<file path="config.mk">
export PLATFORM = sky130hd
export DESIGN_NAME = uart_wrapper
export DESIGN_NICKNAME = d
export VERILOG_FILES = /design/src/common/uart_cmd_pkg.sv /design/src/uart/uart_rx.sv /design/src/uart/uart_tx.sv /design/src/hw/uart_wrapper.sv
export VERILOG_INCLUDE_DIRS = /design/src /design/src/common
export SDC_FILE = /design/constraint.sdc
export NUM_CORES = 1
export LEC_CHECK = 0
export ABC_AREA = 1
export BUFFER_PORTS_ARGS = -buffer_cell sky130_fd_sc_hd__buf_2
export CAP_MARGIN = 20
export CORE_MARGIN = 8
export CORE_UTILIZATION = 51
export CTS_CLUSTER_SIZE = 8
export DETAILED_ROUTE_END_ITERATION = 10
export GPL_TIMING_DRIVEN = 0
export HOLD_SLACK_MARGIN = 0.12
export PLACE_DENSITY_LB_ADDON = 0.15
export SKIP_LAST_GASP = 1
export SLEW_MARGIN = 20
export SYNTH_ARGS = -nofsm -noshare
export SYNTH_HDL_FRONTEND = slang
export SYNTH_HIERARCHICAL = 1
export SYNTH_SLANG_ARGS = --single-unit
</file>
<file path="constraint.sdc">
create_clock -name clk -period 1.8 [get_ports clk]
set_input_delay 0.18 -clock clk [delete_from_list [all_inputs] [get_ports clk]]
set_output_delay 0.18 -clock clk [all_outputs]
set_load 0.02 [all_outputs]
</file>
<file path="src/common/uart_macros.svh">
`ifndef UART_MACROS_SVH
`define UART_MACROS_SVH

// Clock cycles per serial bit. Kept small so that frames stay short in simulation.
`define UART_BAUD_DIV 16

// Mid-bit sampling point, counted from the synchronized start edge.
`define UART_HALF_BIT (`UART_BAUD_DIV / 2)

// Data bits carried in one 8N1 frame.
`define UART_DATA_BITS 8

`endif

</file>
<file path="src/common/uart_cmd_pkg.sv">
`include "uart_macros.svh"

package uart_cmd_pkg;

	// A command is two bytes on the line. The high byte is sent first.
	typedef struct packed {
		logic [`UART_DATA_BITS-1:0] high_byte;
		logic [`UART_DATA_BITS-1:0] low_byte;
	} cmd_t;

	typedef enum logic [1:0] {
		rx_st_idle,
		rx_st_start,
		rx_st_data,
		rx_st_stop
	} rx_state_t;

	typedef enum logic {
		tx_st_idle,
		tx_st_shift
	} tx_state_t;

	// The assembler waits for the high byte, then for the low byte.
	typedef enum logic {
		asm_st_idle,
		asm_st_load_high
	} asm_state_t;

endpackage

</file>
<file path="src/uart/uart_rx.sv">
`timescale 1ns/1ps
`include "uart_macros.svh"

module uart_rx import uart_cmd_pkg::*; (
	input  logic                       clk,
	input  logic                       rst_n,
	input  logic                       RX,
	input  logic                       clr_rx_rdy,
	output logic [`UART_DATA_BITS-1:0] rx_data,
	output logic                       rx_rdy
);

	localparam int cnt_w = $clog2(`UART_BAUD_DIV);
	localparam int bit_w = $clog2(`UART_DATA_BITS);

	logic                       rx_meta;
	logic                       rx_sync;
	rx_state_t                  state;
	logic [cnt_w-1:0]           baud_cnt;
	logic [bit_w-1:0]           bit_cnt;
	logic [`UART_DATA_BITS-1:0] shift_reg;
	logic                       start_seen;
	logic                       half_tick;
	logic                       bit_tick;
	logic                       shift_en;
	logic                       stop_good;

	// ######################################################################
	// Input synchronizer
	// ######################################################################

	// The line idles high, so both flops come out of reset at 1.
	always_ff @(posedge clk, negedge rst_n) begin
		if (!rst_n) begin
			rx_meta <= 1'b1;
			rx_sync <= 1'b1;
		end else begin
			rx_meta <= RX;
			rx_sync <= rx_meta;
		end
	end

	assign start_seen = (state == rx_st_idle) && !rx_sync;
	assign half_tick  = (baud_cnt == cnt_w'(`UART_HALF_BIT - 1));
	assign bit_tick   = (baud_cnt == cnt_w'(`UART_BAUD_DIV - 1));
	assign shift_en   = (state == rx_st_data) && bit_tick;
	assign stop_good  = (state == rx_st_stop) && bit_tick && rx_sync;

	// ######################################################################
	// Frame state machine
	// ######################################################################

	always_ff @(posedge clk, negedge rst_n) begin
		if (!rst_n) begin
			state    <= rx_st_idle;
			baud_cnt <= '0;
			bit_cnt  <= '0;
		end else begin
			case (state)
				rx_st_idle: begin
					baud_cnt <= '0;
					bit_cnt  <= '0;
					if (start_seen)
						state <= rx_st_start;
				end
				rx_st_start: begin
					if (half_tick) begin
						// A start bit that is high again at mid-bit was only a glitch.
						baud_cnt <= '0;
						state    <= rx_sync ? rx_st_idle : rx_st_data;
					end else begin
						baud_cnt <= baud_cnt + 1'b1;
					end
				end
				rx_st_data: begin
					if (bit_tick) begin
						baud_cnt <= '0;
						bit_cnt  <= bit_cnt + 1'b1;
						if (bit_cnt == bit_w'(`UART_DATA_BITS - 1))
							state <= rx_st_stop;
					end else begin
						baud_cnt <= baud_cnt + 1'b1;
					end
				end
				rx_st_stop: begin
					if (bit_tick) begin
						baud_cnt <= '0;
						state    <= rx_st_idle;
					end else begin
						baud_cnt <= baud_cnt + 1'b1;
					end
				end
				default: state <= rx_st_idle;
			endcase
		end
	end

	// A frame with a low stop bit never reaches rx_rdy.
	always_ff @(posedge clk, negedge rst_n) begin
		if (!rst_n)
			rx_rdy <= 1'b0;
		else if (stop_good)
			rx_rdy <= 1'b1;
		else if (start_seen || clr_rx_rdy)
			rx_rdy <= 1'b0;
	end

	// Data arrives LSB first, so it enters at the top and moves down.
	always_ff @(posedge clk) begin
		if (shift_en)
			shift_reg <= {rx_sync, shift_reg[`UART_DATA_BITS-1:1]};
		if (stop_good)
			rx_data <= shift_reg;
	end

endmodule

</file>
<file path="src/uart/uart_tx.sv">
`timescale 1ns/1ps
`include "uart_macros.svh"

module uart_tx import uart_cmd_pkg::*; (
	input  logic                       clk,
	input  logic                       rst_n,
	input  logic                       trmt,
	input  logic [`UART_DATA_BITS-1:0] tx_data,
	output logic                       TX,
	output logic                       tx_done
);

	// Start bit, data bits and stop bit.
	localparam int frame_bits = `UART_DATA_BITS + 2;
	localparam int cnt_w      = $clog2(`UART_BAUD_DIV);
	localparam int bit_w      = $clog2(frame_bits);

	tx_state_t             state;
	logic [cnt_w-1:0]      baud_cnt;
	logic [bit_w-1:0]      bit_cnt;
	logic [frame_bits-1:0] shift_reg;
	logic                  accept;
	logic                  bit_tick;
	logic                  frame_end;

	// A request that arrives mid-frame is dropped.
	assign accept    = trmt && (state == tx_st_idle);
	assign bit_tick  = (baud_cnt == cnt_w'(`UART_BAUD_DIV - 1));
	assign frame_end = (state == tx_st_shift) && bit_tick &&
	                   (bit_cnt == bit_w'(frame_bits - 1));

	always_ff @(posedge clk, negedge rst_n) begin
		if (!rst_n) begin
			state    <= tx_st_idle;
			baud_cnt <= '0;
			bit_cnt  <= '0;
		end else begin
			case (state)
				tx_st_idle: begin
					baud_cnt <= '0;
					bit_cnt  <= '0;
					if (accept)
						state <= tx_st_shift;
				end
				tx_st_shift: begin
					if (bit_tick) begin
						baud_cnt <= '0;
						bit_cnt  <= bit_cnt + 1'b1;
						if (frame_end)
							state <= tx_st_idle;
					end else begin
						baud_cnt <= baud_cnt + 1'b1;
					end
				end
				default: state <= tx_st_idle;
			endcase
		end
	end

	// The register fills with ones as it shifts, so TX rests high between frames.
	always_ff @(posedge clk, negedge rst_n) begin
		if (!rst_n)
			shift_reg <= '1;
		else if (accept)
			shift_reg <= {1'b1, tx_data, 1'b0};
		else if ((state == tx_st_shift) && bit_tick)
			shift_reg <= {1'b1, shift_reg[frame_bits-1:1]};
	end

	assign TX = shift_reg[0];

	always_ff @(posedge clk, negedge rst_n) begin
		if (!rst_n)
			tx_done <= 1'b0;
		else if (accept)
			tx_done <= 1'b0;
		else if (frame_end)
			tx_done <= 1'b1;
	end

endmodule

</file>
<file path="src/hw/uart_wrapper.sv">
`timescale 1ns/1ps
`include "uart_macros.svh"

module uart_wrapper import uart_cmd_pkg::*; (
	input  logic                       clk,
	input  logic                       rst_n,
	input  logic                       RX,
	input  logic                       clr_cmd_rdy,
	input  logic                       send_resp,
	input  logic [`UART_DATA_BITS-1:0] resp,
	output logic                       TX,
	output cmd_t                       cmd,
	output logic                       cmd_rdy,
	output logic                       resp_sent
);

	logic [`UART_DATA_BITS-1:0] rx_data;
	logic                       rx_rdy;
	logic                       clr_rx_rdy;
	logic [`UART_DATA_BITS-1:0] cmd_high;
	asm_state_t                 state;
	asm_state_t                 nxt_state;
	logic                       load_high;
	logic                       set_cmd_rdy;
	logic                       clr_on_high;

	// ######################################################################
	// Serial halves
	// ######################################################################

	uart_rx u_rx (
		.clk       (clk),
		.rst_n     (rst_n),
		.RX        (RX),
		.clr_rx_rdy(clr_rx_rdy),
		.rx_data   (rx_data),
		.rx_rdy    (rx_rdy)
	);

	uart_tx u_tx (
		.clk    (clk),
		.rst_n  (rst_n),
		.trmt   (send_resp),
		.tx_data(resp),
		.TX     (TX),
		.tx_done(resp_sent)
	);

	// ######################################################################
	// Command assembler
	// ######################################################################

	always_ff @(posedge clk, negedge rst_n) begin
		if (!rst_n)
			state <= asm_st_idle;
		else
			state <= nxt_state;
	end

	// Every received byte is acknowledged in the cycle it is seen.
	always_comb begin
		nxt_state   = state;
		load_high   = 1'b0;
		set_cmd_rdy = 1'b0;
		clr_on_high = 1'b0;
		clr_rx_rdy  = 1'b0;
		case (state)
			asm_st_idle: begin
				if (rx_rdy) begin
					load_high   = 1'b1;
					clr_on_high = 1'b1;
					clr_rx_rdy  = 1'b1;
					nxt_state   = asm_st_load_high;
				end
			end
			asm_st_load_high: begin
				if (rx_rdy) begin
					set_cmd_rdy = 1'b1;
					clr_rx_rdy  = 1'b1;
					nxt_state   = asm_st_idle;
				end
			end
			default: nxt_state = asm_st_idle;
		endcase
	end

	always_ff @(posedge clk) begin
		if (load_high)
			cmd_high <= rx_data;
	end

	// Set has priority when a host clear lands on the same cycle.
	always_ff @(posedge clk, negedge rst_n) begin
		if (!rst_n)
			cmd_rdy <= 1'b0;
		else if (set_cmd_rdy)
			cmd_rdy <= 1'b1;
		else if (clr_cmd_rdy || clr_on_high)
			cmd_rdy <= 1'b0;
	end

	// The low byte stays in rx_data until the next good frame, so it is not copied.
	assign cmd = '{high_byte: cmd_high, low_byte: rx_data};

endmodule

</file>
==> results.txt, run 1 <==
The flow ran to the end, and the final reports show no timing, DRC or antenna violations. The transition time at the pin with the least slew margin came out at ~700 ps. After routing the design area is ~2800 sq um. The first routing iteration left between 50 and 60 violations. In this run the critical register-to-register path is launched from u_rx/baud_cnt[0]. The required time of the critical path is 1760 ps. The total count of hold-check failures in the final report came to 0. The routability congestion estimate is between 0.7 and 0.8. In the global route stage, overall resource usage came out at 0.118. The most used flip-flop cell after synthesis is sky130_fd_sc_hd__edfxtp_1. The worst-case IR drop observed on VDD is 0.820 mV.

Tracing the worst setup path back leads to its startpoint at u_rx/baud_cnt[0]. The count of flip-flops with a built-in enable after synthesis came out at 24. The antenna cell count is 0. The final max-slew violation count came out at 0.

Broken down by cell family, the worst path's largest delay share belongs to simple AND/OR/NAND/NOR gates. The layout-stage area growth over the synthesis result came out at 20.1%. sky130_fd_sc_hd__nand2_1 is the most common cell in the netlist. The number of different library cells used by synthesis comes to 25. In the post-synthesis netlist, the biggest area contributors are sky130_fd_sc_hd__edfxtp_1, sky130_fd_sc_hd__dfrtp_1, sky130_fd_sc_hd__dfstp_2. CTS built an H-tree with a depth of 3.

The number of maximum-capacitance violations is 0. The average wire per standard cell is 11.8 um. The post-synthesis sequential area ratio is 0.660.

Setup repair after global routing left no endpoint under its margin. The path class of the tightest hold or removal check is input port to register. The routed design has between 3 and 4 mm of wire.

The total area inside the core boundary comes to 4410 sq um. The aggregate global routing overflow is 0. The count of vias placed by the detailed router came out at 1,559. The pre-antenna-repair detailed-routing pass consisted of 4 iterations. The number of port buffers came out at 31. The total of endpoints with negative setup slack in the final report came out at 0.

The flip-flop count of the largest register after layout is 9. The fraction of registers with async set or reset after synthesis is 0.579. The clock drives 57 sinks. The yosys synthesis warning count came out at 6.

The total clock buffers created by CTS is 9. Timing would allow up to about 0.61 GHz. STA classifies the critical path endpoint as a register. Once layout is complete, the utilization of the core stands at 0.643.

The power after layout is around 3100 uW. The longest clock path from root to sink contains 2 buffers. The clock latency at the later pin of the worst-skew pair is around 330 ps. The number of inserted filler cells in the final layout is 353.

The post-synthesis instance area came out at 2360 sq um. In the synthesized netlist, the cells that appear most often are sky130_fd_sc_hd__nand2_1, sky130_fd_sc_hd__edfxtp_1, sky130_fd_sc_hd__dfrtp_1, sky130_fd_sc_hd__inv_1, sky130_fd_sc_hd__nand3_1. The largest single stage delay on the critical path is about 520 ps. The overall die area came out at roughly 7100 sq um. The initial utilization of the core area, before any placement, comes to 0.535. The detailed-route vias per instance is between 4 and 5. The width of the die is between 80 and 90 um.

The post-route clock skew came out at approximately 6.6 ps. The residual DRC count is 0. In this run the tightest slew margin relative to its limit is 0.537.

The final clock period utilization by the worst path is 0.915. The post-synth net total is roughly 240. The path type of the worst setup path is register to register. The signal arrival time at the worst endpoint came out at 1610 ps. The critical path launch point type is a register.

The clock slew seen by the registers of the worst setup and hold paths came out at 60 ps. The initial antenna violation count came out at 0. The antenna violation net count after detailed routing came out at 0. The half-perimeter wire length after placement is approximately 2.7 mm. The clock period minus final worst setup slack is between 1500 and 2000 ps. The leakage power total came out at 0.00137 uW. The mean instance size in the synthesized netlist is between 10 and 15 sq um. The first-pass GRT wire length is ~7 mm. The worst hold path begins at resp[7]. The height of the chip came out at roughly 84 um. The synthesized flop and latch total is 57.

The placement-stage cell area is between 2000 and 3000 sq um. After floorplanning, the core was divided into 24 placement rows. The slowest cell on the critical path is sky130_fd_sc_hd__nor3_2.

Pin placement for this block handled 32 I/O pins. Of the post-synthesis cell area, the dominant cell type holds 0.305. The layout net count came out at 284. The power per unit of standard cell area came out at around 1100 nW/um^2. The critical path buffer and inverter count is 0. Traced cell by cell, the critical path runs through ha_1, nand3_2, nor3_2. The maximum number of pins on one net before global-route repair came out at 34. The clock root buffer is sky130_fd_sc_hd__clkbuf_8.

The number of global-route vias before repair is between 1,500 and 2,000. The synthesized instance count is ~220. The proportion of layout cells with a drive suffix above 1 came out at 0.287. The library cell occupying the most area in the post-synthesis netlist is sky130_fd_sc_hd__edfxtp_1. The TritonCTS clock tree is yes. The largest driver fanout on the critical path came out at 9.
==> power breakdown <==
part / total [uW] / switching (uW) / internal (uW)
registers: 1470 / 62.5 / 1410
logic: 376 / 240 / 136
clock network: 1290 / 511 / 775
==> cells in the final DEF (no fill, tap or decap), types with 8 or more instances in the layout <==
cell and count:
sky130_fd_sc_hd__a21oi_1 8, sky130_fd_sc_hd__buf_2 31, sky130_fd_sc_hd__clkbuf_8 9, sky130_fd_sc_hd__dfrtp_1 22
sky130_fd_sc_hd__dfstp_2 11, sky130_fd_sc_hd__edfxtp_1 24, sky130_fd_sc_hd__ha_1 8, sky130_fd_sc_hd__inv_1 16
sky130_fd_sc_hd__nand2_1 71, sky130_fd_sc_hd__nand3_1 15, sky130_fd_sc_hd__nor2_1 11
==> path summary, 6_finish.rpt <==
path,cells past startpoint,end,slack [ps]
worst max-delay path,3,u_rx/rx_data[4],150
worst min-delay path,4,u_tx/shift_reg[8],140
worst max register to register,3,u_rx/rx_data[4],150
worst min register to register,0,u_rx/rx_sync,360
max in group asynchronous,2,u_tx/baud_cnt[3],910
min in group asynchronous,2,u_rx/baud_cnt[1],440
==> area by class of cell <==
cell class                      count  area (sq um)  area share
Sequential cell                    57          1560       0.550
Multi-Input combinational cell    138           711       0.250
Timing Repair Buffer               34           185      0.0653
Clock buffer                        9           124      0.0437
Clock inverter                      7          95.1      0.0335
Inverter                           21          78.8      0.0278
Tap cell                           52          65.1      0.0229
Buffer                              2          18.8     0.00661
==> per-stage QoR <==
step	instances	hold slack, ps	setup TNS (ps)	setup WS (ps)
after global routing	320	155	0	47.1
after global placement	301	277	-1350	-169
after detailed placement	301	273	-1560	-193
final	320	139	0	152
after CTS	320	129	0	138
after floorplan	218	-116	0	80.6
==> cell families after synthesis <==
family	synth area share
buffers and inverters	0.0413
adder cells (fa/ha/maj)	0.0424
AND/OR/NAND/NOR	0.217
flip-flops	0.660
AO/OA/AOI/OAI	0.0397
==> metal layers <==
layer	vias up	track usage	share of wire
met5	-	0	0
met4	0	0.0565	0.015
met3	6	0.0645	0.071
met2	34	0.176	0.44
met1	713	0.133	0.48
li1	806	-	-
==> what timing repair did <==
action	in CTS	in global routing
hold endpoints to repair	24	0
buffers inserted	0	0
hold buffers	3	0
resized for setup	1	0
setup endpoints to repair	9	0
==> worst register-to-register path, delay by kind of cell (launching register included) <==
kind / cells / cell delay [ps]
adders and majority gates: 1 / 240
DFF: 1 / 370
and+or+nand+nor: 2 / 680
No activity file was read; power rests on OpenSTA's default activity.
==> run 2: changes to the inputs <==
Settings changed: CORE_UTILIZATION 51 to 47.
==> run 2 against run 1 <==
Fmax increased by 8.7%. Clock power shrank 8%. Sequential power hardly changed. Register-to-register slack gained 130 ps. Clock-buffer cell count unchanged. Core utilization down 6.8 points. Combinational power about the same. Critical path depth unchanged. Critical path type unchanged. Largest power group unchanged.
==> results.txt, run 2 (same netlist as run 1, synthesis figures left out) <==
The run finished with clean final reports. The post-route clock skew is 8.80 ps (+2.18 ps). The layout net count was 285 (+0.35%).

The maximum clock path buffer count is 2 (unchanged). The clock period minus final worst setup slack came out at 1520 ps (-132 ps). The residual DRC count came out at 0 (unchanged). The number of inserted filler cells in the final layout is 430 (+22%).

The number of placement rows is 26 (+8.3%). The worst setup path startpoint is u_rx/baud_cnt[0]. The number of global-route vias before repair came out at 1,643 (+2.8%).

The path type of the worst setup path is register to register. The signal arrival time at the worst endpoint is 1490 ps (-120 ps). The worst reg-to-reg setup slack came to 280 ps (+130 ps). The capturing element type of the critical path is a register. The placement-stage cell area came out at 2610 sq um (+1.1%). met2 is the most crowded layer. The post-CTS repair timing setup buffer count is 0 (unchanged).

The startpoint identified for the worst hold timing path is resp[5]. The final clock period utilization by the worst path is 0.842 (-0.0733). The number of search-and-repair iterations in the first detailed-routing pass came out at 4 (unchanged). The number of maximum-capacitance violations is 0 (unchanged). The met2 track demand over resource in global routing is 0.200 (+0.0237). The number of clock sinks came to 57 (unchanged).

The power per unit of standard cell area came to 1060 nW/um^2 (-4.0%). The average wire per standard cell is 12.0 um (+1.2%). The clock slew seen by the registers of the worst setup and hold paths came out at 70 ps (about the same).

The utilization after layout came to 0.575 (-0.0682). In the layout the commonest cells are sky130_fd_sc_hd__nand2_1, sky130_fd_sc_hd__buf_2, sky130_fd_sc_hd__edfxtp_1. The final max-slew violation count was 0 (unchanged). The initial antenna violation count came out at 0 (unchanged).

The routed wire length is 4.06 mm (+7.2%). The slowest stage of the critical path is the sky130_fd_sc_hd__nor3_4 cell. The clock latency at the later pin of the worst-skew pair was 330 ps (about the same). The antenna violation net count after detailed routing came to 0 (unchanged). The post-route cell area came out at 2860 sq um (+0.79%). The aggregate global routing overflow came out at 0 (unchanged).

The final worst hold slack came out at 140 ps (+1.10 ps). The maximum number of pins on one net before global-route repair is 34 (unchanged). The cell depth of the worst hold path came to 5 (+1).

The count of vias placed by the detailed router came to 1,613 (+3.5%). The width of the die came out at 86.9 um (+3.4%). The path class of the tightest hold or removal check is input port to register.

Setup repair after global routing left no endpoint under its margin. The overall die area is 7550 sq um (+6.9%). The total of endpoints with negative setup slack in the final report came to 0 (unchanged). The starting utilization of the core area is 0.475 (-0.0606). The normalized max-slew margin is 0.496 (-0.0409). The detailed-route vias per instance came out at 4.76 (-2.3%). The routability congestion estimate was 0.740 (-5.3%). The flip-flop count of the largest register after layout was 9 (unchanged). The worst reg-to-reg path cell count came out at 3 (unchanged). TritonCTS built the clock tree. The clock root buffer is sky130_fd_sc_hd__clkbuf_8.

The required time of the critical path was 1770 ps (about the same). The global routing met1 resource utilization came out at 0.143 (+0.00948). The critical path goes through ha_1, nand3_2, nor3_4.

The proportion of layout cells with a drive suffix above 1 came out at 0.286 (-0.00107). STA classifies the critical path startpoint as a register. The upper clock frequency limit came to 0.660 GHz (+8.7%).

The most common cell after layout, fill and taps aside is sky130_fd_sc_hd__nand2_1. The core box area is 4980 sq um (+13%). The layout-stage area growth over the synthesis result is 21.0%. The combined global-route utilization of all metal layers came out at 0.122 (+0.00432).

The largest driver fanout on the critical path came out at 9 (unchanged). The transition time at the pin with the least slew margin is 756 ps (+61.4 ps). The H-tree level count is 3 (unchanged). The number of DRC markers after the initial detailed-route iteration is 89 (+75%). The power after layout is 3030 uW (-3.2%). The boundary pin count is 32 (unchanged). The startpoint identified for the worst register-to-register timing path is u_rx/baud_cnt[0]. The maximum VDD drop is 0.618 mV (-25%). The met3 track demand over resource is 0.0472 (-0.0173). The worst register-to-register path ends at u_rx/rx_data[2]. The peak per-stage delay on the critical path is 400 ps (-120 ps).

The critical path buffer and inverter count came out at 0 (unchanged). The leakage power total came to 0.00139 uW (+1.3%). The first-pass GRT wire length was 7.17 mm (+4.7%). The half-perimeter wire length after placement came out at 2.76 mm (+3.8%).

The total count of hold-check failures in the final report came out at 0 (unchanged). The height of the chip came out at 86.9 um (+3.4%). The worst hold path terminates at u_tx/shift_reg[6]. The total clock buffers created by CTS came out at 9 (unchanged). The antenna cell count came to 0 (unchanged).

Broken down by cell family, the worst path's largest delay share belongs to simple AND/OR/NAND/NOR gates. The number of port buffers is 31 (unchanged).
[run 2: cell types whose count changed in the layout (fill, tap and decap cells not counted), sizes merged]
cell / before / now
dlygate4sd3: 3 / 4
clkinv: 1 / 4
clkinvlp: 4 / 0
bufinv: 2 / 1
inv: 21 / 23
[run 2: power by group]
group | internal (uW) | switching (uW)
clock | 652 | 536
combinational | 137 | 239
sequential | 1410 | 60.7
total | 2200 | 835
[run 2: how the worst max path moves through the flow]
stage / to / cells after the start / slack (ps)
2_1_floorplan: u_rx/rx_data[0] / 3 / 80
3_3_place_gp: u_rx/rx_data[5] / 3 / -280
3_5_place_dp: u_rx/rx_data[4] / 3 / 80
4_1_cts: u_rx/rx_data[6] / 3 / 60
5_1_grt: u_rx/rx_data[2] / 3 / 170
6_report: u_rx/rx_data[2] / 3 / 280
[run 2: per-layer routing]
layer  routed length [um]  vias up
met3                  245        7
met2                 1950       29
li1                     -      812
met4                   55        0
met5                    0        -
met1                 1800      765
[run 2: tightest hold or removal path: cells and delay by family]
| kind | cells | cell delay, ps |
|---|---|---|
| buffers and inverters | 1 | 90 |
| and+or+nand+nor | 4 | 190 |
[run 2: layout make-up]
| cell class | instances | area (sq um) | share of cell area |
|---|---|---|---|
| repair buffers | 35 | 195 | 0.0682 |
| plain buffers | 2 | 18.8 | 0.00656 |
| well taps | 70 | 87.6 | 0.0306 |
| flip-flops and latches | 57 | 1560 | 0.545 |
| multi-input cells | 138 | 717 | 0.251 |
| clock inverters | 7 | 78.8 | 0.0276 |
| clock buffers | 9 | 124 | 0.0433 |
| inverters | 21 | 78.8 | 0.0276 |
[run 2: through the flow]
stage,std cells,setup TNS (ps),setup slack (ps)
floorplan,218,0,80.6
global placement,319,-2350,-283
detailed placement,319,0,76.9
CTS,339,0,60.2
global route,339,0,172
finish,339,0,284
[run 2: repair_timing]
| item | CTS | global route |
|---|---|---|
| hold endpoints to repair | 25 | 0 |
| setup endpoints to repair | 0 | 8 |
| resized for setup | 0 | 1 |
| hold buffers | 4 | 0 |
==> run 3: changes to the inputs <==
Clock period 1.8 ns to 1.25 ns, I/O delays scaled along.
==> run 3 against run 2 <==
The run now ends with negative setup slack left. Clock-buffer cell count increased by 1. Highest routed layer unchanged. Core utilization up 7.4 points. Largest power group unchanged. Worst setup slack worse by 310 ps.
==> results.txt, run 3 (same netlist as run 1, synthesis figures left out) <==
The clock period minus final worst setup slack was 1270 ps (-244 ps). In the layout the commonest cells are sky130_fd_sc_hd__nand2_1, sky130_fd_sc_hd__buf_2, sky130_fd_sc_hd__edfxtp_1. The final cell count without fillers came out at 358 (+5.6%). TritonCTS built the clock tree.

The clock latency at the later pin of the worst-skew pair came out at 330 ps (about the same). The average wire per standard cell came out at 12.8 um (+7.2%). Setup repair after global routing could not meet its margin everywhere.

The flip-flop count of the largest register after layout is 9 (unchanged). The total of endpoints with negative setup slack in the final report was 13 (+13). The boundary pin count was 32 (unchanged). The half-perimeter wire length after placement is 2.80 mm (+1.3%). The height of the chip came to 86.9 um (unchanged). The signal on the critical path passes through ha_4, nand3_4, nor3_4, buf_6.

The overall die area is 7550 sq um (unchanged). The worst hold path belongs to the class input port to register. The placement-stage cell area came out at 2640 sq um (+1.0%).

The number of clock sinks is 57 (unchanged). The upper clock frequency limit was 0.786 GHz (+19%). The maximum number of pins on one net before global-route repair is 34 (unchanged). The post-route clock skew is 6.88 ps (-1.92 ps). The required time of the critical path is 1300 ps (-470 ps).

The number of DRC markers after the initial detailed-route iteration came out at 87 (-2.2%). The layout-stage area growth over the synthesis result came out at 36.5%. The final max-slew violation count came to 0 (unchanged). The transition time at the pin with the least slew margin is 712 ps (-43.8 ps). The residual DRC count is 0 (unchanged). The combined global-route utilization of all metal layers is 0.128 (+0.00566). The power per unit of standard cell area was 1480 nW/um^2 (+40%). The leakage power total is 0.00153 uW (+10%). For this design, the slowest cell found on the critical path is sky130_fd_sc_hd__dfrtp_1. The maximum clock path buffer count is 2 (unchanged). The normalized max-slew margin is 0.525 (+0.0292). The run finished, with violations left.

Leaving out fill and tap cells, the most frequent cell in the layout is sky130_fd_sc_hd__nand2_1. The total count of hold-check failures in the final report is 0 (unchanged). The starting utilization of the core area was 0.475 (unchanged). The clock slew seen by the registers of the worst setup and hold paths came out at 60 ps (about the same). The layout net count was 304 (+6.7%). The post-route cell area is 3230 sq um (+13%).

The first-pass GRT wire length is 7.39 mm (+3.1%). STA classifies the critical path endpoint as a register. The routability congestion estimate is 0.759 (+2.6%). The peak per-stage delay on the critical path is 390 ps (about the same). The number of cells after detailed placement came out at 319 (unchanged). The routed wire length is 4.59 mm (+13%). The proportion of layout cells with a drive suffix above 1 came out at 0.399 (+0.113). The number of search-and-repair iterations in the first detailed-routing pass is 4 (unchanged). The width of the die came out at 86.9 um (unchanged). The detailed-route vias per instance came to 4.78 (+0.56%).

The total clock buffers created by CTS is 9 (unchanged). The largest driver fanout on the critical path is 5 (-4). The initial antenna violation count came out at 0 (unchanged). The aggregate global routing overflow came out at 0 (unchanged).

The worst setup path is launched from a register. The number of maximum-capacitance violations is 0 (unchanged). The number of global-route vias before repair came out at 1,669 (+1.6%).

The checks that failed: negative setup slack. The final worst setup slack is -22.0 ps (-306 ps). The antenna cell count came out at 0 (unchanged).

The core box area is 4980 sq um (unchanged). The maximum VDD drop came to 1.11 mV (+80%). The critical path in this run is classified as register to register.

The H-tree level count is 3 (unchanged). The number of port buffers is 31 (unchanged). The count of vias placed by the detailed router came out at 1,713 (+6.2%). The clock root buffer is sky130_fd_sc_hd__clkbuf_8.

The kind of cell adding the most delay to the critical path is flip-flops. The number of placement rows came out at 26 (unchanged). The signal arrival time at the worst endpoint came to 1320 ps (-170 ps).

The antenna violation net count after detailed routing came out at 0 (unchanged). The critical path buffer and inverter count came to 1 (+1). The final clock period utilization by the worst path is 1.02 (+0.175).
[run 3: what timing repair did]
item / in CTS / in global routing
resized for setup: 8 / 35
setup buffers: 7 / 3
hold buffers: 11 / 0
endpoints found under the setup margin: 30 / 43
pin swaps: 4 / 13
hold endpoints to repair: 32 / 0
cloned: 1 / 1
[run 3: worst min-delay path: cells and delay by family]
family                 cells  cell delay [ps]
and+or+nand+nor            4              330
buffers and inverters      1              130
[run 3: power breakdown]
part	internal, uW	total (uW)	switching [uW]
clock network	1310	2010	699
registers	2030	2130	104
logic	262	640	378
total	3610	4790	1180
[run 3: metrics by stage]
step                power, uW  TNS (ps)  worst slack, ps  utilization  hold WS [ps]
floorplan                2600      -533            -66.6            -          -171
global placement         2730     -2460             -215        0.530           227
detailed placement       2730     -2690             -224        0.530           229
CTS                      4830      -152            -27.4        0.615           214
global route             5030     -1620            -97.9        0.648           266
finish                   4790      -198            -22.0        0.648           264
[run 3: final timing paths]
| check | start | to | slack [ps] | cells past startpoint |
|---|---|---|---|---|
| max in group asynchronous | rst_n | u_tx/baud_cnt[1] | 400 | 2 |
| hold reg to reg | u_rx/rx_meta | u_rx/rx_sync | 360 | 0 |
| hold / removal | send_resp | u_tx/shift_reg[8] | 260 | 5 |
| setup reg to reg | u_rx/baud_cnt[0] | u_rx/rx_data[7] | -20 | 4 |
| setup / recovery | u_rx/baud_cnt[0] | u_rx/rx_data[7] | -20 | 4 |
| min in group asynchronous | rst_n | u_rx/bit_cnt[0] | 390 | 2 |
[run 3: cell type report]
| cell class | count | area, sq um |
|---|---|---|
| clock inverters | 6 | 106 |
| multi-input cells | 139 | 871 |
| repair inverters | 1 | 7.51 |
| flip-flops and latches | 57 | 1560 |
| fillers | 414 | 1750 |
| inverters | 21 | 88.8 |
| repair buffers | 52 | 359 |
| well taps | 70 | 87.6 |
| clock buffers | 10 | 128 |
| plain buffers | 2 | 18.8 |
[run 3: metal layers]
| metal | track usage | routed length, um | vias up |
|---|---|---|---|
| met5 | 0 | 0 | - |
| met4 | 0.0610 | 87 | 0 |
| met3 | 0.0547 | 252 | 10 |
| met2 | 0.198 | 2210 | 37 |
| met1 | 0.149 | 2040 | 817 |
| li1 | - | - | 849 |
